## src/cachePkg.sv

```systemverilog
// fixed layout of 32 one-word lines: index from address bits 6..2, tag from bits 10..7
`default_nettype none

package cachePkg;

  typedef logic [31:0] cacheAddr;
  typedef logic [31:0] cacheWord;
  typedef logic [4:0]  cacheIndex;  // address bits 6..2
  typedef logic [3:0]  cacheTag;    // address bits 10..7
  typedef logic [15:0] cacheCount;

  typedef enum logic [1:0] {
    stIdle,
    stRead,
    stWrite,
    stReady
  } ctrlState;

  // request from the controller to main memory
  typedef struct packed {
    cacheAddr addr;
    cacheWord wdata;
    logic     read;
    logic     write;
  } memReq;

  typedef struct packed {
    logic enable;
    logic flush;   // one-cycle pulse
  } cacheCfg;

endpackage

`default_nettype wire

```

## src/cacheCsr.sv

```systemverilog
// regAddr 0 enable, 1 flush (write-only), 2 hits, 3 misses; counters saturate, reset clears them
`default_nettype none
`timescale 1ns/1ps

module cacheCsr (
  input  logic               clk,
  input  logic               rstN,
  input  logic               regWrite,
  input  logic [1:0]         regAddr,
  input  cachePkg::cacheWord regWdata,
  output cachePkg::cacheWord regRdata,
  output cachePkg::cacheCfg  cfg,
  input  logic               hitPulse,
  input  logic               missPulse
);

  logic                enableQ;
  logic                flushQ;
  cachePkg::cacheCount hitCount;
  cachePkg::cacheCount missCount;

  always_ff @(posedge clk) begin
    if (!rstN) begin
      enableQ <= 1'b1;
      flushQ  <= 1'b0;
    end else begin
      flushQ <= regWrite && (regAddr == 2'd1) && regWdata[0];   // single-cycle pulse
      if (regWrite && (regAddr == 2'd0)) begin
        enableQ <= regWdata[0];
      end
    end
  end

  always_ff @(posedge clk) begin
    if (!rstN) begin
      hitCount  <= '0;
      missCount <= '0;
    end else begin
      if (hitPulse && (hitCount != '1)) begin
        hitCount <= hitCount + 1'b1;
      end
      if (missPulse && (missCount != '1)) begin
        missCount <= missCount + 1'b1;
      end
    end
  end

  assign cfg = '{enable: enableQ, flush: flushQ};

  always_comb begin
    case (regAddr)
      2'd0:    regRdata = {31'd0, enableQ};
      2'd1:    regRdata = '0;   // flush reads as zero
      2'd2:    regRdata = {16'd0, hitCount};
      default: regRdata = {16'd0, missCount};
    endcase
  end

endmodule

`default_nettype wire

```

## config.mk

```make
export PLATFORM = sky130hd
export DESIGN_NAME = cacheCsr
export DESIGN_NICKNAME = d
export VERILOG_FILES = /design/src/cachePkg.sv /design/src/cacheCsr.sv
export SDC_FILE = /design/constraint.sdc
export NUM_CORES = 1
export LEC_CHECK = 0
export CAP_MARGIN = 10
export CORE_MARGIN = 2
export CORE_UTILIZATION = 45
export CTS_CLUSTER_SIZE = 28
export DETAILED_ROUTE_END_ITERATION = 8
export DONT_BUFFER_PORTS = 1
export PLACE_DENSITY = 0.71
export SYNTH_ARGS = -nofsm -noshare
export SYNTH_HDL_FRONTEND = slang
export SYNTH_SLANG_ARGS = --single-unit
```

## constraint.sdc

```tcl
create_clock -name clk -period 2.4 [get_ports clk]
set_clock_uncertainty 0.2 [all_clocks]
set_input_delay 0.36 -clock clk [delete_from_list [all_inputs] [get_ports clk]]
set_output_delay 0.36 -clock clk [all_outputs]
set_load 0.01 [all_outputs]
```

-- Yosys cells after proc, flatten, opt, wreduce, memory -nomap -nowiden
Index checks and enable logic that the tools add are counted.
- register bits: 34
- input bits: 39
- output and inout port bits: 34
- word-level logic and storage cells: 17
- $add $sub $neg: 2
- equality and inequality tests: 4
- muxes and demuxes: 1
- reductions and logical operators: 6
- operators by type and width (cell ; number):
    case mux 16 bit (3 select lines) ; 1
    adder 16 x 1 -> 16 bit (second input constant) ; 2
    inequality test 16 bit (second input constant) ; 2
    logical AND 1 bit ; 5
    == test 2 x 1 -> 1 bit (second input constant) ; 1
    == test 2 bit (second input constant) ; 1
    logical NOT 2 bit ; 1

-- Depth between registers and ports, before layout
- depth in word-level cells: 3
- mapped depth: 6
- mapped depth without buffers: 5

-- Worst setup path before layout
OpenSTA, ideal clock, no wires.
- path kind: reg2reg
- start: register missCount[0]
- end: register missCount[10]
- library setup time: 0.070 ns
- data arrival time: 1.844 ns
- required time: 2.130 ns
- path slack: 0.286 ns
- cell stages (with the launch flop): 7
- path buffers: 1
- clock period less this slack: 2.114 ns
- cells stage by stage: dfxtp_1 ha_1 nand4_1 or3_1 clkbuf_1 or4_1 a21oi_1
- word-level cells in the longest chain between the ends: 2
- elaborated cells between the ends (all ways): 3
- those cells by class: add/sub (1); eq/ne (1); reduce/logical (1)
- ends and longest elaborated chain (item ; line ; RTL):
    start, declared ; cacheCsr.sv:20 ; cachePkg::cacheCount missCount;
    start signal, assigned ; cacheCsr.sv:43 ; missCount <= missCount + 1'b1;
    parallel branches: the longest is 2 deep, another holds adder 16 x 1 -> 16 bit ; -- ;
Parallel ways; which one is timed is not known.
A chain may end at the register's enable or synchronous reset.

-- Final worst setup path
Same ends and word-level chain as after synthesis.

==> results.yml <==
setup_path:
  crit_arrival_ns: 2.23
  cp_cell_sequence: "ha_1, nand4_1, or3_1, or4_1, a21oi_1"
  critPathRequiredTime_ns: 2.42
  critPathMaxStageDelay_ns: 0.53
  critPathMaxFanout: 8
  path_buf_inv: 0
  cp-start-kind: "flip-flop"
  cp_slowest_cell: "or3_1"
  endpoint_kind: "flip-flop"
  crit_family: "simple AND/OR/NAND/NOR gates"
  worstSetupPathType: "flip-flop to flip-flop"
die:
  fp.dieH_microns: 71.8
  start_util_pct: 47.1
  rows: 24
  fp.dieArea_sq_um: 5150
  io_pins: 73
  fp.dieW_microns: 71.8
  core_sq_um: 4380
clock_network:
  ctsResizeCount: 0
  cts-root-buf: "clkbuf_8"
  clk_pin_slew_ns: 0.07
  cts_tree: "done"
  cts_max_path_buffers: 2
  clkSinkCount: 34
  cts_buffers: 5
  cts_max_level: 2
  clk_latency_ns: 0.29
cells_and_area:
  fillCellCount: 432
  nNetsFinal: 300
  num_antenna_cells: 0
  syn_to_final_growth_pct: 6.97
  drive_gt1_share_pct: 8.46
  final_common_cell: "dfxtp_1"
  final_cell_mix: "dfxtp_1 (34), a21oi_1 (20), nand2_1 (18), conb_1 (16)"
sta:
  fin_crit_ns: 2.21
  relSlewSlack_pct: 61.4
  worst_slew_pin_slew_ns: 0.574
  rsz0062_at_grt: "no"
  hold_viol: 0
  fin_crit_sh_pct: 92.0
  drv_slew: 0
  tns_ns: 0
  final-setup-viol-count: 0
  fmax_ghz: 0.453
  fin_ws_ns: 0.193
synth:
  synthFlopType: "dfxtp_1"
  syn_area_sq_um: 2070
  synth_seq_cells: 34
  synth-seq-area-share_pct: 32.9
  synthArstFlopShare_pct: 0
  syn_avg_cell_area_sq_um: 8.16
  yosysWarningCount: 0
  yosysUniqueCellTypes: 37
  synth_enable_flop_cells: 0
  synth_cells: 253
global_routing:
  grt_max_degree: 21
  track_usage_pct: 19.9
  grt_first_pass_wirelength_microns: 8200
  grt_overflow: 0
  first_global_vias: 1668
  antenna_found_initial: 0
power_and_ir_drop:
  p_leak_nw: 0.740
  power.density_nw_per_um2: 530
  ir_drop_v: 0.000231
flow_run:
  cap_violations: 0
detailed_routing:
  drtIter0Drc: 89
  vias: 1877
  wl_per_cell_microns: 15.1
  dr.pass1.iters: 4
  drt-total-wl_microns: 4730
  drc: 0
  vias_per_cell: 6.02
  ant_nets: 0
place:
  io_buffers: 0
  place_ws_ns: 0.233
  dp_hpwl_microns: 3500
  gp_congestion: 0.841
run_status:
  status: "complete, no violations"
hold_path:
  holdCritPathClass: "input port to flip-flop"
-- synth_stat cells (8+ instances only) --
| master | number | area [sq um] |
|---|---|---|
| dfxtp_1 | 34 | 681 |
| a21oi_1 | 20 | 100 |
| buf_4 | 18 | 135 |
| nand2_1 | 18 | 67.6 |
| mux2i_1 | 15 | 150 |
| nor2b_1 | 15 | 93.8 |
| nand3_1 | 14 | 70.1 |
| nor2_1 | 13 | 48.8 |
| o21ai_0 | 13 | 65.1 |
| nand4_1 | 9 | 56.3 |
| o31ai_1 | 9 | 67.6 |
| or4_1 | 9 | 67.6 |
| nor3_1 | 8 | 40.0 |
| or3_1 | 8 | 50.1 |
-- routing by layer --
metal	up-vias	routed length (microns)	global-route usage, %
li1	931	-	-
met1	901	2290	28.7
met2	40	2180	29.4
met3	5	190	4.78
met4	0	63	5.87
met5	-	0	0
-- logic make-up after synthesis --
kind of cell | count (synthesis) | share of synthesized area [%]
simple gates | 112 | 31.1
compound gates | 55 | 16.7
flops | 34 | 32.9
buf+inv | 30 | 8.78
mux | 16 | 7.81
xor+xnor | 3 | 1.27
fa+ha+maj | 2 | 1.21
other cells | 1 | 0.182
-- flip-flops by register name, indices dropped and copies added (netlist names) --
name and count:
flushQ 1, missCount 16, enableQ 1, hitCount 16
-- final cells by class --
cell class	count	area [sq um]	area share [%]
Inverter	4	15.0	0.680
Sequential cell	34	681	30.8
Tap cell	52	65.1	2.94
Multi-Input combinational cell	204	1260	57.0
Clock buffer	7	76.3	3.45
Clock inverter	1	30.0	1.36
Timing Repair Buffer	10	82.6	3.74
-- final timing paths --
kind,startpoint,end,slack [ns],cells after the start
min reg2reg,hitCount[15]$_SDFFE_PN0P_,hitCount[15]$_SDFFE_PN0P_,0.30,2
max,missCount[0]$_SDFFE_PN0P_,missCount[10]$_SDFFE_PN0P_,0.19,5
max reg2reg,missCount[0]$_SDFFE_PN0P_,missCount[10]$_SDFFE_PN0P_,0.19,5
min,regAddr[0],flushQ$_SDFF_PN0_,0.009,2
-- timing repair --
action,in CTS,in global routing
hold endpoints to repair,3,0
setup buffers,0,0
setup endpoints to repair,0,0
hold buffers,3,0
-- report_power, final --
group | switching (mW) | internal [mW] | leakage, nW
logic | 0.0359 | 0.0300 | 0.413
registers | 0.0121 | 0.572 | 0.275
clock network | 0.211 | 0.311 | 0.0524
total | 0.259 | 0.913 | 0.740
-- worst register-to-register path, stage by stage (launching register included) --
cell and delay [ns]:
dfxtp_1 0.42, ha_1 0.24, nand4_1 0.17, or3_1 0.53, or4_1 0.44, a21oi_1 0.15
-- metrics by stage --
| stage | hold slack (ns) | utilization [%] | power, mW | instance area [sq um] | std cells |
|---|---|---|---|---|---|
| after floorplan | 0.259 | - | 0.674 | 2120 | 268 |
| after CTS | 0.00899 | 50.4 | 1.18 | 2210 | 312 |
| after detailed placement | 0.239 | 47.3 | 0.658 | 2070 | 301 |
| after global routing | 0.0178 | 50.4 | 1.22 | 2210 | 312 |
| after global placement | 0.239 | 47.3 | 0.657 | 2070 | 301 |
| final | 0.00900 | 50.4 | 1.17 | 2210 | 312 |
Note: power is estimated with default switching activity, not from simulation.
