===== src/cachePkg.sv =====
// fixed layout of 32 one-word lines: index from address bits 6..2, tag from bits 10..7
`default_nettype none

package cachePkg;

  typedef logic [31:0] cacheAddr;
  typedef logic [31:0] cacheWord;
  typedef logic [4:0]  cacheIndex;  // address bits 6..2
  typedef logic [3:0]  cacheTag;    // address bits 10..7
  typedef logic [15:0] cacheCount;

  typedef enum logic [1:0] {
    stIdle,
    stRead,
    stWrite,
    stReady
  } ctrlState;

  // request from the controller to main memory
  typedef struct packed {
    cacheAddr addr;
    cacheWord wdata;
    logic     read;
    logic     write;
  } memReq;

  typedef struct packed {
    logic enable;
    logic flush;   // one-cycle pulse
  } cacheCfg;

endpackage

`default_nettype wire


===== src/cacheArray.sv =====
// flush and reset clear only the valid bits; stale tag and data stay until the next fill
`default_nettype none
`timescale 1ns/1ps

module cacheArray (
  input  logic                clk,
  input  logic                rstN,
  input  cachePkg::cacheIndex rdIndex,
  output cachePkg::cacheTag   rdTag,
  output logic                rdValid,
  output cachePkg::cacheWord  rdData,
  input  logic                fill,
  input  cachePkg::cacheIndex fillIndex,
  input  cachePkg::cacheTag   fillTag,
  input  cachePkg::cacheWord  fillData,
  input  logic                invalidate,
  input  cachePkg::cacheIndex invIndex,
  input  cachePkg::cacheCfg   cfg
);

  localparam int lineCount = 2 ** $bits(cachePkg::cacheIndex);

  logic [lineCount-1:0] validQ;
  cachePkg::cacheTag    tagMem [lineCount];
  cachePkg::cacheWord   dataMem [lineCount];

  // combinational lookup so a hit resolves in the request cycle
  assign rdValid = validQ[rdIndex];
  assign rdTag   = tagMem[rdIndex];
  assign rdData  = dataMem[rdIndex];

  always_ff @(posedge clk) begin
    if (!rstN || cfg.flush) begin
      validQ <= '0;   // all lines at once
    end else if (fill) begin
      validQ[fillIndex] <= 1'b1;
    end else if (invalidate) begin
      validQ[invIndex] <= 1'b0;
    end
  end

  always_ff @(posedge clk) begin
    if (fill) begin
      tagMem[fillIndex]  <= fillTag;
      dataMem[fillIndex] <= fillData;
    end
  end

  // fills come only from a read miss and invalidates only from a write
  assertFillInv: assert property (@(posedge clk) disable iff (!rstN)
    !(fill && invalidate));

endmodule

`default_nettype wire


===== config.mk =====
export PLATFORM = sky130hd
export DESIGN_NAME = cacheArray
export DESIGN_NICKNAME = d
export VERILOG_FILES = /design/src/cachePkg.sv /design/src/cacheArray.sv
export SDC_FILE = /design/constraint.sdc
export NUM_CORES = 1
export LEC_CHECK = 0
export ABC_AREA = 1
export BUFFER_PORTS_ARGS = -buffer_cell sky130_fd_sc_hd__buf_2
export CORE_MARGIN = 5
export CORE_UTILIZATION = 35
export CTS_CLUSTER_DIAMETER = 30
export DETAILED_ROUTE_END_ITERATION = 10
export GPL_TIMING_DRIVEN = 0
export PLACE_DENSITY_LB_ADDON = 0.1
export REMOVE_ABC_BUFFERS = 1
export SLEW_MARGIN = 20
export SYNTH_ARGS = -nofsm -noshare
export SYNTH_HDL_FRONTEND = slang
export SYNTH_SLANG_ARGS = --single-unit
export TNS_END_PERCENT = 5

===== constraint.sdc =====
create_clock -name clk -period 6.75 [get_ports clk]
set_clock_uncertainty 0.05 [all_clocks]
set_input_delay 0.675 -clock clk [delete_from_list [all_inputs] [get_ports clk]]
set_output_delay 0.675 -clock clk [all_outputs]
set_load 0.03 [all_outputs]

# After elaboration in Yosys (flattened, before gate mapping)
# Memory sizes are Yosys's and may differ from the RTL's.
# Cells that the tools add are included.
[classes]
reduce_logical = 5
muxes = 10
bitwise_logic = 3
n_lt_le_gt_ge = 5
[ops]
columns = ["op", "count"]
rows = [
  ["$mux 32", 2],
  ["$and 32x32->32", 1],
  ["$not 32->32", 1],
  ["$or 32x32->32", 1],
  ["$lt 5x6->1 const B", 3],
  ["$demux 1 s5", 2],
  ["$ge 5x1->1 const B", 2],
  ["$bmux 1 s5", 1],
  ["$mux 1", 5],
  ["$logic_and 1x1->1", 2],
  ["$reduce_bool 2->1", 1],
  ["$logic_not 1->1", 1],
  ["$logic_or 1x1->1", 1],
]
[word_totals]
inputBits = 57
mem_bits_rw = 1152
ff_bits = 32
wordCells = 26
mem_count = 2
output_inout_bits = 37
[mem_list]
columns = ["memory", "words", "width", "rd", "rd_clocked_by_memory_dff", "wr", "line_no", "source"]
rows = [
  ["dataMem", 32, 32, 1, 0, 1, "cacheArray.sv:25", "cachePkg::cacheWord dataMem [lineCount];"],
  ["tagMem", 32, 4, 1, 0, 1, "cacheArray.sv:24", "cachePkg::cacheTag tagMem [lineCount];"],
]

# Longest topological paths before layout
# Gate-level depths: netlist of run 1.
[logic_depth]
ltp_word = 8
depth_mapped = 12
ltp_nobuf = 9

# Worst setup path before layout of run 1
# No wires, ideal clock.
[synth_timing]
kind = "in2reg"
start = "in fill"
end = "mem dataMem[13][0] (netlist name) (enable)"
n_path_buf = 0
t_arrival_ns = 2.590
t_required_ns = 6.269
setup_time_ns = 0.431
cell_stages = 4
path_slack_ns = 3.679
cell_sequence = "inv_1 -> nor3_1 -> inv_1 -> nor2_1"
[synth_via]
elab_chain_len = 2
[synth_lines]
columns = ["item", "line_no", "source"]
rows = [
  ["from (decl)", "cacheArray.sv:12", "input logic fill,"],
  ["$mux 1", "cacheArray.sv:43", "if (fill) begin"],
  ["$mux 1 (not written as such)", "cacheArray.sv:45", "dataMem[fillIndex] <= fillData;"],
  ["to (decl)", "cacheArray.sv:25", ""],
]
# Every way passes these cells.

# Worst setup path after layout of run 1
[layout_timing]
start = "in rdIndex[0]"
end = "out rdData[27]"
[layout_via]
elab_chain_len = 1
[layout_lines]
columns = ["item", "line_no", "source"]
rows = [
  ["from (decl)", "cacheArray.sv:8", "input cachePkg::cacheIndex rdIndex,"],
  ["$mem_v2 32x32", "-", ""],
  ["to (decl)", "cacheArray.sv:11", "output cachePkg::cacheWord rdData,"],
]
# Every way passes these cells.

==> results of run 1 <==
[worst min path at each step]
| stage | endpoint | startpoint | slack (ns) |
|---|---|---|---|
| after global routing | dataMem[10][19] | fillData[19] | 0.25 |
| after detailed placement | validQ[26] | validQ[26] | 0.43 |
| final | dataMem[28][20] | fillData[20] | 0.28 |
| after CTS | dataMem[17][28] | fillData[28] | 0.21 |
| after floorplan | validQ[0] | validQ[0] | 0.42 |
| after global placement | validQ[12] | validQ[12] | 0.43 |
[metrics by stage]
step / power, mW / instance area, µm² / setup slack, ns / hold slack (ns)
detailed placement: 9.39 / 52600 / 2.17 / 0.429
global placement: 9.48 / 49500 / -12.64 / 0.428
CTS: 23.0 / 62200 / 2.17 / 0.214
finish: 22.8 / 62200 / 2.33 / 0.277
floorplan: 8.82 / 46700 / 2.55 / 0.418
global route: 23.6 / 62200 / 1.99 / 0.254
[cell type report]
type	instances	area, µm²	share of cell area
antenna	2	5.00	0.0000805
timing repair buffer	202	3250	0.0523
clock inverter	168	1750	0.0281
multi-input combinational	2708	11600	0.186
clock buffer	346	7850	0.126
inverter	29	159	0.00256
tap	1876	2350	0.0377
sequential	1184	35200	0.567
[power by group through the flow]
stage / Sequential (mW) / Clock, mW / Combinational [mW]
3_5_place_dp: 8.32 / 0 / 1.07
4_1_cts: 8.20 / 13.7 / 1.07
6_report: 8.20 / 13.5 / 1.05
5_1_grt: 8.20 / 14.2 / 1.17
2_1_floorplan: 8.32 / 0 / 0.495
3_3_place_gp: 8.33 / 0 / 1.15
[logic make-up after synthesis]
logic type             after synthesis  share of synthesized area
AND/OR/NAND/NOR                   2708                      0.233
flip-flops                        1184                      0.723
buffers and inverters              284                     0.0447
[worst register-to-register path, stage by stage, from the launching register on]
cell and delay (ns):
dfxtp_1 0.34, nor2_1 0.06, nor3_1 0.16
[registers in the layout, indices dropped and copies added, names as in the netlist]
signal and count:
tagMem 128, validQ 32, dataMem 1024
[synthesized netlist by cell type, drive strengths merged]
master     n
buf      241
clkbuf    14
inv       29
nand3b     1
dfxtp     32
edfxtp  1152
nand2   1667
nor2      98
nor3      44
nand3    898
[routing by layer]
| layer | vias up | wire length (µm) |
|---|---|---|
| met5 | - | 29 |
| met4 | 4 | 2430 |
| met3 | 203 | 7680 |
| met2 | 837 | 66200 |
| met1 | 15711 | 69400 |
| li1 | 15150 | - |
==> flow_metrics.tcl, run 1 <==
set metrics [dict create \
    postCtsSetupBuffers 0 \
    mostFrequentLayoutCell "nand2_1" \
    slowest_stage "buf_16" \
    synthToLayoutAreaGrowth_pct 27.5 \
    ant_nets 0 \
    pin_count 94 \
    required_ns 6.02 \
    dieArea_um2 147000 \
    crit_top_cell "nand2_1" \
    grt_max_degree 166 \
    grt.met3_usage 0.0384 \
    crit_fanout 96 \
    worst_slew_pin_slew_ns 1.04 \
    tns_ns 0 \
    cp.depth 15 \
    layout_common_cells "1666 x nand2_1, 1152 x edfxtp_1, 898 x nand3_1" \
    grt_usage 0.197 \
    place_hpwl_mm 79.5 \
    peakVddDrop_mv 0.271 \
    die_h_um 383 \
    grt_pass1_vias 31590 \
    min_path_type "input pin to register" \
    htreeDepth 5 \
    yosys_warnings 0 \
    max_stage_delay_ns 0.38 \
    synth.top_cells.by_area "edfxtp_1 71%, nand2_1 13%, nand3_1 9.2%, buf_6 2.3%, dfxtp_1 1.3%" \
    hold-path-cell-count 1 \
    fin_nets 4482 \
    coreArea_um2 139000 \
    path_class "input pin to primary output" \
    post-route-period-util 0.654 \
    fin_cells 6515 \
    drive_above_1_share 0.142 \
    numCtsBuffers 300 \
    finalSetupViolations 0 \
    yosys.area.top_type "edfxtp_1" \
    grt_antenna_before_repair 8 \
    clkPwrFrac 0.594 \
    ys_seq_elements 1184 \
    final_util 0.447 \
    drtIter0Drc 2583 \
    vias_per_cell 4.90 \
    rows 137 \
    insertion_delay_ns 0.85 \
    vias 31905 \
    busiest_layer "met2" \
    end_kind "primary output" \
    p_int_mw 18.0 \
    synth_top_area_share 0.709 \
    dp_cells 5999 \
    path_delay_family "buffers and inverters" \
    drv_cap 0 \
    clock-sinks 1184 \
    seq_power_share 0.360 \
    slew_headroom 0.308 \
    reg2reg_to "validQ[8]" \
    power.density_nw_per_um2 366 \
    rsz0062_at_grt "false" \
    drv_slew 0 \
    firstDrtPassIters 5 \
    hold_viol 0 \
    start_kind "input pin" \
    grt_pass1_wl_mm 213 \
    swShare 0.211 \
    syn-instance-count 4176 \
    route.detailed.drc 0 \
    p_leak_nw 23.1 \
    die_w_um 383 \
    clock_path_buffers 4 \
    place_congestion 0.686 \
    cts_root_buf "clkbuf_16" \
    r2r_cells 2 \
    r2r-start "validQ[8]" \
    status "completed" \
    routed_wirelength_mm 146 \
    min_period_ns 4.42 \
    syn_area_per_cell_um2 11.7 \
    clkSlewWorstSetupHoldPaths_ns 0.04 \
    fillers 12681 \
    ys_types 17 \
    grt.met1_usage 0.287 \
    crit_buf_inv 7 \
    rrSetupSlack_ns 6.05 \
    cts_resized 0 \
    p_sw_mw 4.81 \
    comb_power_share 0.046 \
    startpoint "rdIndex[0]" \
    ys_seq_area_frac 0.723 \
    max_freq_mhz 226 \
    routedWlPerCell_um 22.4 \
    gr-usage-met2 0.302 \
    start_util 0.351 \
    cts_tree "built" \
    synth_area_um2 48800 \
    worstPathArrival_ns 3.69 \
    cp-endpoint "rdData[27]" \
    path_cells "buf_8 -> buf_16 -> buf_16 -> buf_16 -> buf_16 -> buf_16 -> nand2_1 -> nand3_1 -> nand3_1 -> nand2_1 -> nand2_1 -> nand2_1 -> nand2_1 -> nand2_1 -> buf_2" \
    overflow 0 \
    port_buffers 92 \
    hold_buffers 0 \
]
Note: power is estimated with default switching activity, not from simulation.
==> run 2: changes to the inputs <==
==> constraint.sdc (replaced) <==
create_clock -name clk -period 4.4 [get_ports clk]
set_clock_uncertainty 0.05 [all_clocks]
set_input_delay 0.44 -clock clk [delete_from_list [all_inputs] [get_ports clk]]
set_output_delay 0.44 -clock clk [all_outputs]
set_load 0.03 [all_outputs]
==> run 2 against run 1 <==
Against the previous run:
- register-to-register slack got worse by 2.3 ns
- combinational power increased by 55%
- non-clock buffer count increased by 23
- core utilization increased by 0.16 points
- via count increased by 0.19%
- cell count increased by 0.34%
- hold slack got worse by 0.23 ns
- worst setup slack got worse by 1.9 ns
- die area unchanged
- critical path type unchanged
- largest power group unchanged
==> flow_metrics.tcl, run 2 (synthesis gave the netlist of run 1 again) <==
set metrics [dict create \
    pin_count 94 \
    mostFrequentLayoutCell "nand2_1" \
    route.detailed.drc 0 \
    min_period_ns 3.97 \
    vias_per_cell 4.89 \
    largestRegisters "dataMem x1024, tagMem x128, validQ x32" \
    hold_viol 0 \
    p_leak_nw 23.2 \
    post-route-period-util 0.902 \
    seq_power_share 0.360 \
    drive_above_1_share 0.141 \
    clock_path_buffers 4 \
    overflow 0 \
    min_path_type "input pin to register" \
    drv_slew 0 \
    vias 31967 \
    drtIter0Drc 2558 \
    swShare 0.211 \
    grt_usage 0.197 \
    rrSetupSlack_ns 3.70 \
    clkSlewWorstSetupHoldPaths_ns 0.04 \
    hold-path-cell-count 1 \
    clkPwrFrac 0.593 \
    start_kind "input pin" \
    htreeDepth 5 \
    power.density_nw_per_um2 560 \
    power_mw 34.9 \
    worst_hold_slack_ns 0.0493 \
    crit_fanout 96 \
    grt_pass1_vias 31695 \
    die_h_um 383 \
    r2r-start "validQ[0]" \
    peakVddDrop_mv 0.417 \
    dp_cells 5999 \
    placed_area_um2 52600 \
    rows 137 \
    max_freq_mhz 252 \
    fin_cells 6537 \
    grt_antenna_before_repair 5 \
    finalSetupViolations 0 \
    p_int_mw 27.6 \
    place_hpwl_mm 79.5 \
    postCtsSetupBuffers 0 \
    start_util 0.351 \
    routedWlPerCell_um 22.3 \
    startpoint "rdIndex[0]" \
    comb_power_share 0.047 \
    grt_max_degree 166 \
    grt_pass1_wl_mm 213 \
    worst_slew_pin_slew_ns 0.999 \
    numCtsBuffers 300 \
    insertion_delay_ns 0.85 \
    firstDrtPassIters 5 \
    layout_common_cells "1666 x nand2_1, 1152 x edfxtp_1, 898 x nand3_1" \
    place_congestion 0.686 \
    worstPathArrival_ns 3.48 \
    rsz0062_at_grt "false" \
    holdPathEnd "dataMem[6][18]" \
    final_area_um2 62400 \
    cts_tree "built" \
    dieArea_um2 147000 \
    hold_start "fillData[18]" \
    synthToLayoutAreaGrowth_pct 28.0 \
    coreArea_um2 139000 \
    slew_headroom 0.334 \
    port_buffers 92 \
    fin_nets 4505 \
    end_kind "primary output" \
    routed_wirelength_mm 146 \
    cts_root_buf "clkbuf_16" \
    die_w_um 383 \
    reg2reg_to "validQ[0]" \
    clock-sinks 1184 \
    ant_nets 0 \
    top_register "dataMem" \
    r2r_cells 2 \
    required_ns 3.91 \
    p_sw_mw 7.38 \
    drv_cap 0 \
    path_class "input pin to primary output" \
    status "completed" \
    largest_reg_flops 1024 \
    final_util 0.449 \
]
==> run 2: cell count changes in the layout (fill, tap and decap cells not counted), sizes merged <==
| cell | change |
|---|---|
| diode | -1 |
| dlygate4sd3 | +23 |
==> run 2: timing repair <==
action,in CTS,in global routing
hold buffers,23,0
endpoints found under the hold margin,370,0
gates resized for setup,0,0
==> run 2: layout make-up <==
type / instances / area [µm²]
clock inverter: 168 / 1750
clock buffer: 346 / 7850
tap: 1876 / 2350
sequential: 1184 / 35200
antenna: 1 / 2.50
timing repair buffer: 225 / 3480
inverter: 29 / 159
multi-input combinational: 2708 / 11600
fill: 12665 / 76600
==> run 2: power groups by stage <==
stage                     sequential, mW  combinational, mW  clock (mW)
final                               12.6               1.63        20.7
after global routing                12.6               1.81        21.8
after CTS                           12.6               1.66        21.1
after detailed placement            12.8               1.64           0
after global placement              12.8               1.76           0
after floorplan                     12.8              0.759           0
==> run 2: per-stage QoR <==
step,setup slack [ns],setup TNS (ns)
final,0.431,0
after global routing,0.112,0
after CTS,0.292,0
after detailed placement,0.291,0
after global placement,-14.52,-2634.06
after floorplan,0.668,0
==> run 2: worst max path at each step <==
stage | endpoint | slack, ns
after floorplan | rdData[10] | 0.67
after global placement | rdData[11] | -14.52
after detailed placement | rdData[10] | 0.29
after CTS | rdData[10] | 0.29
after global routing | rdData[10] | 0.11
final | rdData[4] | 0.43
==> run 2: critical path: stages <==
cell	delay [ns]
buf_8	0.22
buf_16	0.35
buf_16	0.32
buf_16	0.37
buf_16	0.30
buf_16	0.32
nand2_1	0.08
nand3_1	0.09
nand3_1	0.09
nand2_1	0.09
nand2_1	0.04
nand2_1	0.07
nand2_1	0.05
nand2_1	0.21
buf_2	0.26
==> run 2: layer usage <==
metal	wire, µm	share of wire	global-route usage	vias up
met3	7930	0.054	0.0382	196
met5	13	0.000089	0	-
met4	2370	0.016	0.0523	2
met2	66300	0.45	0.302	885
met1	69100	0.47	0.287	15693
li1	-	-	-	15191
