### src/cachePkg.sv
// fixed layout of 32 one-word lines: index from address bits 6..2, tag from bits 10..7
`default_nettype none

package cachePkg;

  typedef logic [31:0] cacheAddr;
  typedef logic [31:0] cacheWord;
  typedef logic [4:0]  cacheIndex;  // address bits 6..2
  typedef logic [3:0]  cacheTag;    // address bits 10..7
  typedef logic [15:0] cacheCount;

  typedef enum logic [1:0] {
    stIdle,
    stRead,
    stWrite,
    stReady
  } ctrlState;

  // request from the controller to main memory
  typedef struct packed {
    cacheAddr addr;
    cacheWord wdata;
    logic     read;
    logic     write;
  } memReq;

  typedef struct packed {
    logic enable;
    logic flush;   // one-cycle pulse
  } cacheCfg;

endpackage

`default_nettype wire

### src/cacheController.sv
// one access in flight; host holds a single enable until cacheReady, memory answers once per request
`default_nettype none
`timescale 1ns/1ps

module cacheController (
  input  logic                clk,
  input  logic                rstN,
  input  cachePkg::cacheAddr  address,
  input  logic                readEnable,
  input  logic                writeEnable,
  input  cachePkg::cacheWord  dataIn,
  output cachePkg::cacheWord  dataOut,
  output logic                cacheReady,
  input  cachePkg::cacheCfg   cfg,
  output cachePkg::cacheIndex rdIndex,
  input  cachePkg::cacheTag   rdTag,
  input  logic                rdValid,
  input  cachePkg::cacheWord  rdData,
  output logic                fill,
  output cachePkg::cacheTag   fillTag,
  output cachePkg::cacheWord  fillData,
  output logic                invalidate,
  output cachePkg::memReq     memOut,
  input  cachePkg::cacheWord  memRdata,
  input  logic                memReady,
  output logic                hitPulse,
  output logic                missPulse
);

  cachePkg::ctrlState state;
  cachePkg::ctrlState stateNext;
  cachePkg::cacheTag  addrTag;
  logic               invalidAddr;
  logic               uncached;
  logic               tagMatch;
  logic               hit;
  logic               idle;
  logic               readHit;
  logic               startRead;
  logic               startWrite;

  assign rdIndex     = address[6:2];
  assign addrTag     = address[10:7];
  assign invalidAddr = address[31];
  assign uncached    = address[1] | ~cfg.enable;   // disabled cache bypasses everything
  assign tagMatch    = (rdTag == addrTag);
  assign hit         = rdValid & tagMatch & ~uncached;
  assign idle        = (state == cachePkg::stIdle);
  assign readHit     = idle & readEnable & ~invalidAddr & hit;
  assign startRead   = idle & readEnable & ~invalidAddr & ~hit;   // miss or bypass
  assign startWrite  = idle & writeEnable & ~invalidAddr;

  always_comb begin
    stateNext = state;
    case (state)
      cachePkg::stIdle: begin
        if (startRead) begin
          stateNext = cachePkg::stRead;
        end else if (startWrite) begin
          stateNext = cachePkg::stWrite;
        end
      end
      cachePkg::stRead, cachePkg::stWrite: begin
        if (memReady) begin
          stateNext = cachePkg::stReady;
        end
      end
      default: begin
        stateNext = cachePkg::stIdle;   // stReady lasts one cycle
      end
    endcase
  end

  always_ff @(posedge clk) begin
    if (!rstN) begin
      state <= cachePkg::stIdle;
    end else begin
      state <= stateNext;
    end
  end

  // raised in the idle cycle of the access, held for the whole memory wait
  assign memOut = '{
    addr:  address,
    wdata: dataIn,
    read:  (state == cachePkg::stRead) | startRead,
    write: (state == cachePkg::stWrite) | startWrite
  };

  assign fill       = (state == cachePkg::stRead) & memReady & ~uncached;
  assign fillTag    = addrTag;
  assign fillData   = memRdata;
  assign invalidate = (state == cachePkg::stWrite) & memReady & rdValid & tagMatch;

  // after a cached miss the line is already filled in stReady
  assign dataOut    = uncached ? memRdata : rdData;
  assign cacheReady = ~(readEnable | writeEnable)
                    | (state == cachePkg::stReady)
                    | readHit
                    | (idle & invalidAddr);

  assign hitPulse  = readHit;
  assign missPulse = startRead & ~uncached;   // leaving stIdle

  assertOneEnable: assert property (@(posedge clk) disable iff (!rstN)
    !(readEnable && writeEnable));

  // memory only answers a request issued on the way out of stIdle
  assertNoIdleReady: assert property (@(posedge clk) disable iff (!rstN)
    memReady |-> !idle);

endmodule

`default_nettype wire

### config.mk
export PLATFORM = sky130hd
export DESIGN_NAME = cacheController
export DESIGN_NICKNAME = d
export VERILOG_FILES = /design/src/cachePkg.sv /design/src/cacheController.sv
export SDC_FILE = /design/constraint.sdc
export NUM_CORES = 1
export LEC_CHECK = 0
export BUFFER_PORTS_ARGS = -buffer_cell sky130_fd_sc_hd__buf_2
export CORE_AREA = 2 2 109 111
export DETAILED_ROUTE_END_ITERATION = 8
export DIE_AREA = 0 0 111 113
export PLACE_DENSITY = 0.5
export SYNTH_ARGS = -nofsm -noshare
export SYNTH_HDL_FRONTEND = slang
export SYNTH_SLANG_ARGS = --single-unit
### constraint.sdc
create_clock -name clk -period 1.9 [get_ports clk]
set_clock_uncertainty 0.15 [all_clocks]
set_input_delay 0.38 -clock clk [delete_from_list [all_inputs] [get_ports clk]]
set_output_delay 0.38 -clock clk [all_outputs]
set_load 0.03 [all_outputs]
### Word-level counts from Yosys, hierarchy flattened

Index checks and enable logic that the tools add are counted.

* register bits: 2
* input bits: 140
* output and inout bits: 144

* equal/unequal tests: 6
* mux-type cells: 5
* bitwise gates (word level): 27
* reduce and logical (&&, ||, !) cells: 3

Operators with widths (count)
* $mux W32: 1
* $and A1 B1 Y1: 15
* $or A1 B1 Y1: 7
* $mux W2: 3
* $not A1 Y1: 5
* $eq A2 B2 Y1 const B: 2
* $eq A4 B4 Y1: 1
* $pmux W2 S2: 1
* $ne A3 B1 Y1 const B: 1
* $eq A2 B1 Y1 const B: 1
* $logic_not A2 Y1: 1
* $ne A2 B2 Y1 const B: 1
* $reduce_and A2 Y1: 1
* $reduce_or A2 Y1: 1

### Longest topological paths before layout

Gate-level depths: netlist of the first run.

* depth after elaboration: 8
* mapped depth: 7
* depth with buffers taken out: 6

### Least setup slack after synthesis of the first run

OpenSTA, ideal clock, no wires.

* kind: register to output
* start point: reg state[0]
* end point: out missPulse
* arrival time: 1619 ps
* data required time: 1370 ps
* setup slack: -249 ps
* cell stages (with the launch flop): 7
* path buffers: 1
* cell sequence: dfxtp_1 inv_1 ha_1 buf_2 nor2b_1 nand2_1 nor3_1

* longest elaborated chain between the ends: 5

Ends and longest elaborated chain
* from (decl): RTL line cacheController.sv:30 `cachePkg::ctrlState state;`
* from (signal assigned): RTL line cacheController.sv:76 `state <= cachePkg::stIdle;`
* from (signal assigned): RTL line cacheController.sv:78 `state <= stateNext;`
* $logic_not A2 Y1: RTL line cacheController.sv:48 `assign idle = (state == cachePkg::stIdle);`
* $and A1 B1 Y1 (3 in series): RTL line cacheController.sv:50 `assign startRead = idle & readEnable & ~invalidAddr & ~hit;`
* $and A1 B1 Y1: RTL line cacheController.sv:103 `assign missPulse = startRead & ~uncached;`
* to (decl): RTL line cacheController.sv:27 `output logic missPulse`

Every way passes these cells.

### Final worst setup path of the first run

* start point: in rdTag[1]
* end point: out cacheReady

* longest elaborated chain between the ends: 6

Ends and longest elaborated chain
* from (decl): RTL line cacheController.sv:16 `input cachePkg::cacheTag rdTag,`
* $eq A4 B4 Y1: RTL line cacheController.sv:46 `assign tagMatch = (rdTag == addrTag);`
* $and A1 B1 Y1 (2 in series): RTL line cacheController.sv:47 `assign hit = rdValid & tagMatch & ~uncached;`
* $and A1 B1 Y1: RTL line cacheController.sv:49 `assign readHit = idle & readEnable & ~invalidAddr & hit;`
* $or A1 B1 Y1: RTL line cacheController.sv:99 `| readHit`
* $or A1 B1 Y1: RTL line cacheController.sv:100 `| (idle & invalidAddr);`
* to (decl): RTL line cacheController.sv:13 `output logic cacheReady,`

Every way passes these cells.

==> run metrics, run 1 <==
largest register by flop count=state; Avg WL per Cell=11.94 µm; Req. time, crit path=1.37 ns; All-Layer GR Usage=7.997%; Yosys top cell area share=48.24%; most frequent cell after synthesis=buf_4; Synth area leaders=buf_4 (48%), nand2_1 (23%), xnor2_2 (4.0%); startpoint types=input pin; DRC viols=0; met1 Use GR=8.198%; Pleak=0.001311 µW; Mapped Area=1634 µm²; Synth Instances=265; Detailed Route Iter0 Violations=52; ys flop type=dfxtp_1; final hold slack=0.3824 ns; Yosys reg bits=2; vias in the first global route=1651; initial cell density of the core=14.50%; n_diodes=0; XOR/XNOR Fraction of Synth Area=3.982%; die area=12540 µm²; global route overflow=0; Die Height=113 µm; Ports=284; Clock Sinks=2; Die W=111 µm; GRT Max-Usage Layer=met2; Worst path max stage delay=0.39 ns; kind of critical path=in -> out; Core ar.=11270 µm²; met2 Usage GRT=15.05%; fin crit share=102.6%; Max VDD drop=0.0002433 V; Antenna Nets Post-Route=0; Synth area leader=buf_4; Final setup viols=2; Final nets=481; Worst Hold Class=in -> reg; Setup WS pre-CTS=-0.2340 ns; final wirelength=5.709 mm; Largest register FFs=2; synth cell count leaders=buf_4 (105), nand2_1 (101), clkbuf_1 (6); clk_lat worst skew=0.22 ns; met3 usage in global routing=2.625%; root buf cell=clkbuf_16; Post-synth EDFFs=0; via count=1800; layout cell share with drive strength beyond 1=61.79%; run status=complete, but fails checks; first-pass GRT wire length=8.273 mm; cells along the critical path=buf_8 > xnor2_4 > nand2_2 > or3_4 > o21ai_2 > buf_6; post-synthesis sequential area ratio=2.450%; largest net degree at the start of global routing=23; Max-cap violations=0; TritonCTS Buffers=3; DRT Pass-1 Iters=4; Syn-to-layout area delta=39.43%; Port Buffers=161; initial antenna violation count=1; via/cell ratio=3.766; violated checks=setup timing; largest registers=state (2); CTS Hold Bufs=0; Simple-Gate Fraction of Synth Area=31.01%; final worst-path setup slack=-0.04877 ns; Hold Fails Final Rpt=0; asr flop ratio synth=0%; post-synthesis mux area share=0%; syn_nets=409; hpwl dp=4.742 mm; pin slew with the least headroom to its limit=0.2904 ns; Syn Area/Cell=6.166 µm²; deepest clock path buffer count=2; clk slew on worst S/H paths=0.03 ns; complex-gate fraction of the synthesized area=7.274%; Max-Slew Margin vs Limit=80.14%; RD Place Congestion=0.8152; final slew viol count=0; htree depth=1; Site Rows=39; library cells used by synthesis=31; worst path arrival time=1.42 ns; min Tclk post-route=1.949 ns; power per cell area=632.9 nW/µm²; Synth warnings=0; critical path peak fanout=3; Post-Synth Adder-Cell Area=3.063%; RSZ-0062 raised after global routing=yes; largest family of logic cells by synthesized area=buffers and inverters; Fmax=513.1 MHz; Critical Path End Type=output pin; TritonCTS clock tree=done; critical path's slowest cell=or3_4
[cell usage in the layout (no fill, tap or decap), types with 3 or more instances in the layout]
cell and instances:
nand2_1 99, buf_12 5, buf_4 16, clkbuf_16 4, buf_2 146, nor3_2 3
nand4_1 3, buf_6 9, nor2_1 3
[power breakdown]
group	switching, µW	leakage, µW	internal [µW]
registers	11.8	0.0000166	57.6
logic	613	0.00126	446
clock network	46.1	0.0000370	268
total	671	0.00131	771
[final timing paths]
kind	startpoint	end	slack [ns]	cells past startpoint
worst max register to register	state[0]$_SDFFE_PN0P_	state[0]$_SDFFE_PN0P_	0.17	6
worst min register to register	state[1]$_SDFFE_PN0P_	state[1]$_SDFFE_PN0P_	0.50	2
worst max-delay path	rdTag[1]	cacheReady	-0.05	6
worst min-delay path	rstN	state[0]$_SDFFE_PN0P_	0.38	3
[critical path, delay by kind of cell]
family	cells	cell delay [ns]
and+or+nand+nor	2	0.47
AOI/OAI and AO/OA	1	0.14
xor gates and xnor gates	1	0.18
buffers and inverters	2	0.24
[repair_timing]
action | CTS | global route
cloned | 0 | 1
endpoints found under the setup margin | 26 | 27
resized for setup | 26 | 19
setup buffers | 1 | 3
pin swaps | 8 | 3
[routing by layer]
metal	part of all wire [%]	wire, µm	up-vias
met5	0	0	-
met4	3.0	173	0
met3	11	641	26
met2	52	2950	138
met1	34	1944	768
li1	-	-	868
[cell families after synthesis]
logic type | after synthesis
buffers and inverters | 118
adders and majority gates | 4
and+or+nand+nor | 122
DFF | 2
AOI/OAI and AO/OA | 15
xor gates and xnor gates | 4
[final cells by class]
type	count	area (µm²)
inverters	4	15.01
fillers	1272	8994
clock buffers	3	75.07
multi-input cells	145	847.1
flip-flops and latches	2	40.04
well taps	143	178.9
repair buffers	181	1122
[per-stage QoR]
stage               utilization [%]  total power [µW]  instances  TNS (ns)  area [µm²]
CTS                           19.05              1409        474   -0.1403        2147
global route                  20.21              1541        478   -0.2901        2278
finish                        20.21              1442        478  -0.07940        2278
detailed placement            17.33             997.4        470    -3.294        1953
global placement              17.33             989.7        470    -3.140        1953
floorplan                         -             959.7        265  -0.08615        1649
Note: power is estimated with default switching activity, not from simulation.
==> inputs of run 2 (changes only) <==
--- a/config.mk
+++ b/config.mk
@@ -9,6 +9,7 @@
 export CORE_AREA = 2 2 109 111
 export DETAILED_ROUTE_END_ITERATION = 8
 export DIE_AREA = 0 0 111 113
+export GPL_TIMING_DRIVEN = 0
 export PLACE_DENSITY = 0.5
 export SYNTH_ARGS = -nofsm -noshare
 export SYNTH_HDL_FRONTEND = slang
==> run 2 against run 1 <==
Net effect:
- the flow still finishes with violations (setup timing)
- combinational power grew 47%
- worst setup slack lost 0.038 ns
- non-clock buffer count grew 177
- worst hold slack gained 0.036 ns
- critical path depth is the same
- register-to-register slack lost 0.17 ns
- routed wire length grew 19%
- critical path type unchanged
==> run metrics, run 2 (synthesis results as in run 1) <==
commonest non-fill, non-tap cell in the layout=buf_2; global route overflow=0 (unchanged); most frequent cells in the layout=buf_2 (209), buf_4 (127), nand2_1 (99), buf_6 (13); Max VDD drop=0.0004289 V (+76%); hpwl dp=5.808 mm (+22%); power per cell area=565.5 nW/µm² (-11%); DRT Pass-1 Iters=4 (unchanged); Max-cap violations=0 (unchanged); Antenna Nets Post-Route=0 (unchanged); Critical Path End Type=output pin; TritonCTS clock tree=done; post-route cell area=3431 µm² (+51%); TritonCTS Buffers=3 (unchanged); final slew viol count=0 (unchanged); critical path peak fanout=4 (+1); first-pass GRT wire length=9.646 mm (+17%); met2 WL=3.598 mm (+22%); final hold slack=0.4180 ns (+0.03555 ns); Req. time, crit path=1.37 ns (about the same); clk slew on worst S/H paths=0.03 ns (about the same); Hold Fails Final Rpt=0 (unchanged); Detailed Route Iter0 Violations=113 (+120%); RD Place Congestion=0.8180 (+0.34%); number of fill cells=1250 (-1.7%); Final setup viols=6 (+4); critical path's slowest cell=or3_4; fin crit share=104.6% (+2.0 points); Pleak=0.002095 µW (+60%); cells along the critical path=buf_8 > xnor2_4 > nand2_2 > or3_4 > o21ai_2 > buf_6; min Tclk post-route=1.987 ns (+0.03834 ns); layout cell share with drive strength beyond 1=75.00% (+13 points); via/cell ratio=3.676 (-2.4%); violated checks=setup timing; largest register by flop count=state; Fmax=503.2 MHz (-1.9%); clk_lat worst skew=0.22 ns (about the same); htree depth=1 (unchanged); Setup WS pre-CTS=-0.3135 ns (-0.07950 ns); All-Layer GR Usage=9.084% (+1.1 points); Worst Hold Class=in -> reg; Metal-1 WL=2.311 mm (+19%); Final nets=658 (+37%); Syn-to-layout area delta=110.0%; Max-Slew Margin vs Limit=76.93% (-3.2 points); deepest clock path buffer count=2 (unchanged); n_diodes=0 (unchanged); die area=12540 µm² (unchanged); Port Buffers=224 (+39%); Ports=284 (unchanged); CTS Hold Bufs=0 (unchanged); initial antenna violation count=0 (-1); run status=complete, but fails checks; largest net degree at the start of global routing=11 (-52%); Tot Pwr=1940 µW (+35%); RSZ-0062 raised after global routing=yes; via count=2408 (+34%); Worst path max stage delay=0.41 ns (+0.02 ns); Largest register FFs=2 (unchanged); DR top layer=met4; placed inst area=2949 µm² (+51%); Site Rows=39 (unchanged); WL met3=848 µm (+32%); Die Height=113 µm (unchanged); startpoint types=input pin; R2R setup slack=0 ns (-0.17 ns); DRC viols=0 (unchanged); Core ar.=11270 µm² (unchanged); root buf cell=clkbuf_16; vias in the first global route=2041 (+24%); pin slew with the least headroom to its limit=0.3431 ns (+0.05266 ns); worst path buffer plus inverter count=2 (unchanged); kind of critical path=in -> out; final wirelength=6.784 mm (+19%); worst path arrival time=1.46 ns (+0.04 ns); Clock Sinks=2 (unchanged); Avg WL per Cell=10.36 µm (-13%); Top delay family on crit path=simple AND/OR/NAND/NOR gates; initial cell density of the core=14.50% (unchanged); largest registers=state (2); final worst-path setup slack=-0.08711 ns (-0.03834 ns); Die W=111 µm (unchanged); setup TNS after final layout=-0.3189 ns (-0.2395 ns)
-- run 2: report_power, final --
group / total [µW] / switching, µW / leakage [µW] / internal (µW)
Combinational: 1560 / 845 / 0.00204 / 710
Clock: 315 / 47.0 / 0.0000370 / 268
Sequential: 70.5 / 9.89 / 0.0000172 / 60.6
-- run 2: routing by layer --
metal	global-route usage [%]	vias to the layer above
li1	-	1218
met1	10.18	1029
met2	16.97	159
met3	2.892	2
met4	1.750	0
met5	0	-
-- run 2: final timing paths --
kind / to / startpoint / depth (start not counted)
setup / recovery: cacheReady / rdTag[1] / 6
hold / removal: state[0]$_SDFFE_PN0P_ / rstN / 3
setup reg to reg: state[0]$_SDFFE_PN0P_ / state[0]$_SDFFE_PN0P_ / 9
hold reg to reg: state[1]$_SDFFE_PN0P_ / state[1]$_SDFFE_PN0P_ / 2
-- run 2: stage by stage --
stage	utilization [%]	cells
5_1_grt	30.44	655
4_1_cts	28.43	637
3_5_place_dp	26.16	632
3_3_place_gp	26.16	632
2_1_floorplan	-	265
6_report	30.44	655
-- run 2: cell type report --
cell class	count	area, µm²	share of cell area (%)
repair buffers	244	1361	39.68
inverters	4	15.01	0.4376
well taps	143	178.9	5.215
plain buffers	114	885.9	25.82
clock buffers	3	75.07	2.188
multi-input cells	145	872.1	25.42
flip-flops and latches	2	42.54	1.240
-- run 2: worst reg2reg max path, delay by kind of cell (launching register included) --
| family | cells | cell delay (ns) |
|---|---|---|
| compound gates | 3 | 0.59 |
| buf+inv | 5 | 0.57 |
| flops | 1 | 0.33 |
| fa+ha+maj | 1 | 0.15 |
-- run 2: repair_timing --
action | CTS | global route
pin swaps | 7 | 10
setup buffers | 2 | 18
endpoints found under the setup margin | 35 | 31
resized for setup | 44 | 25
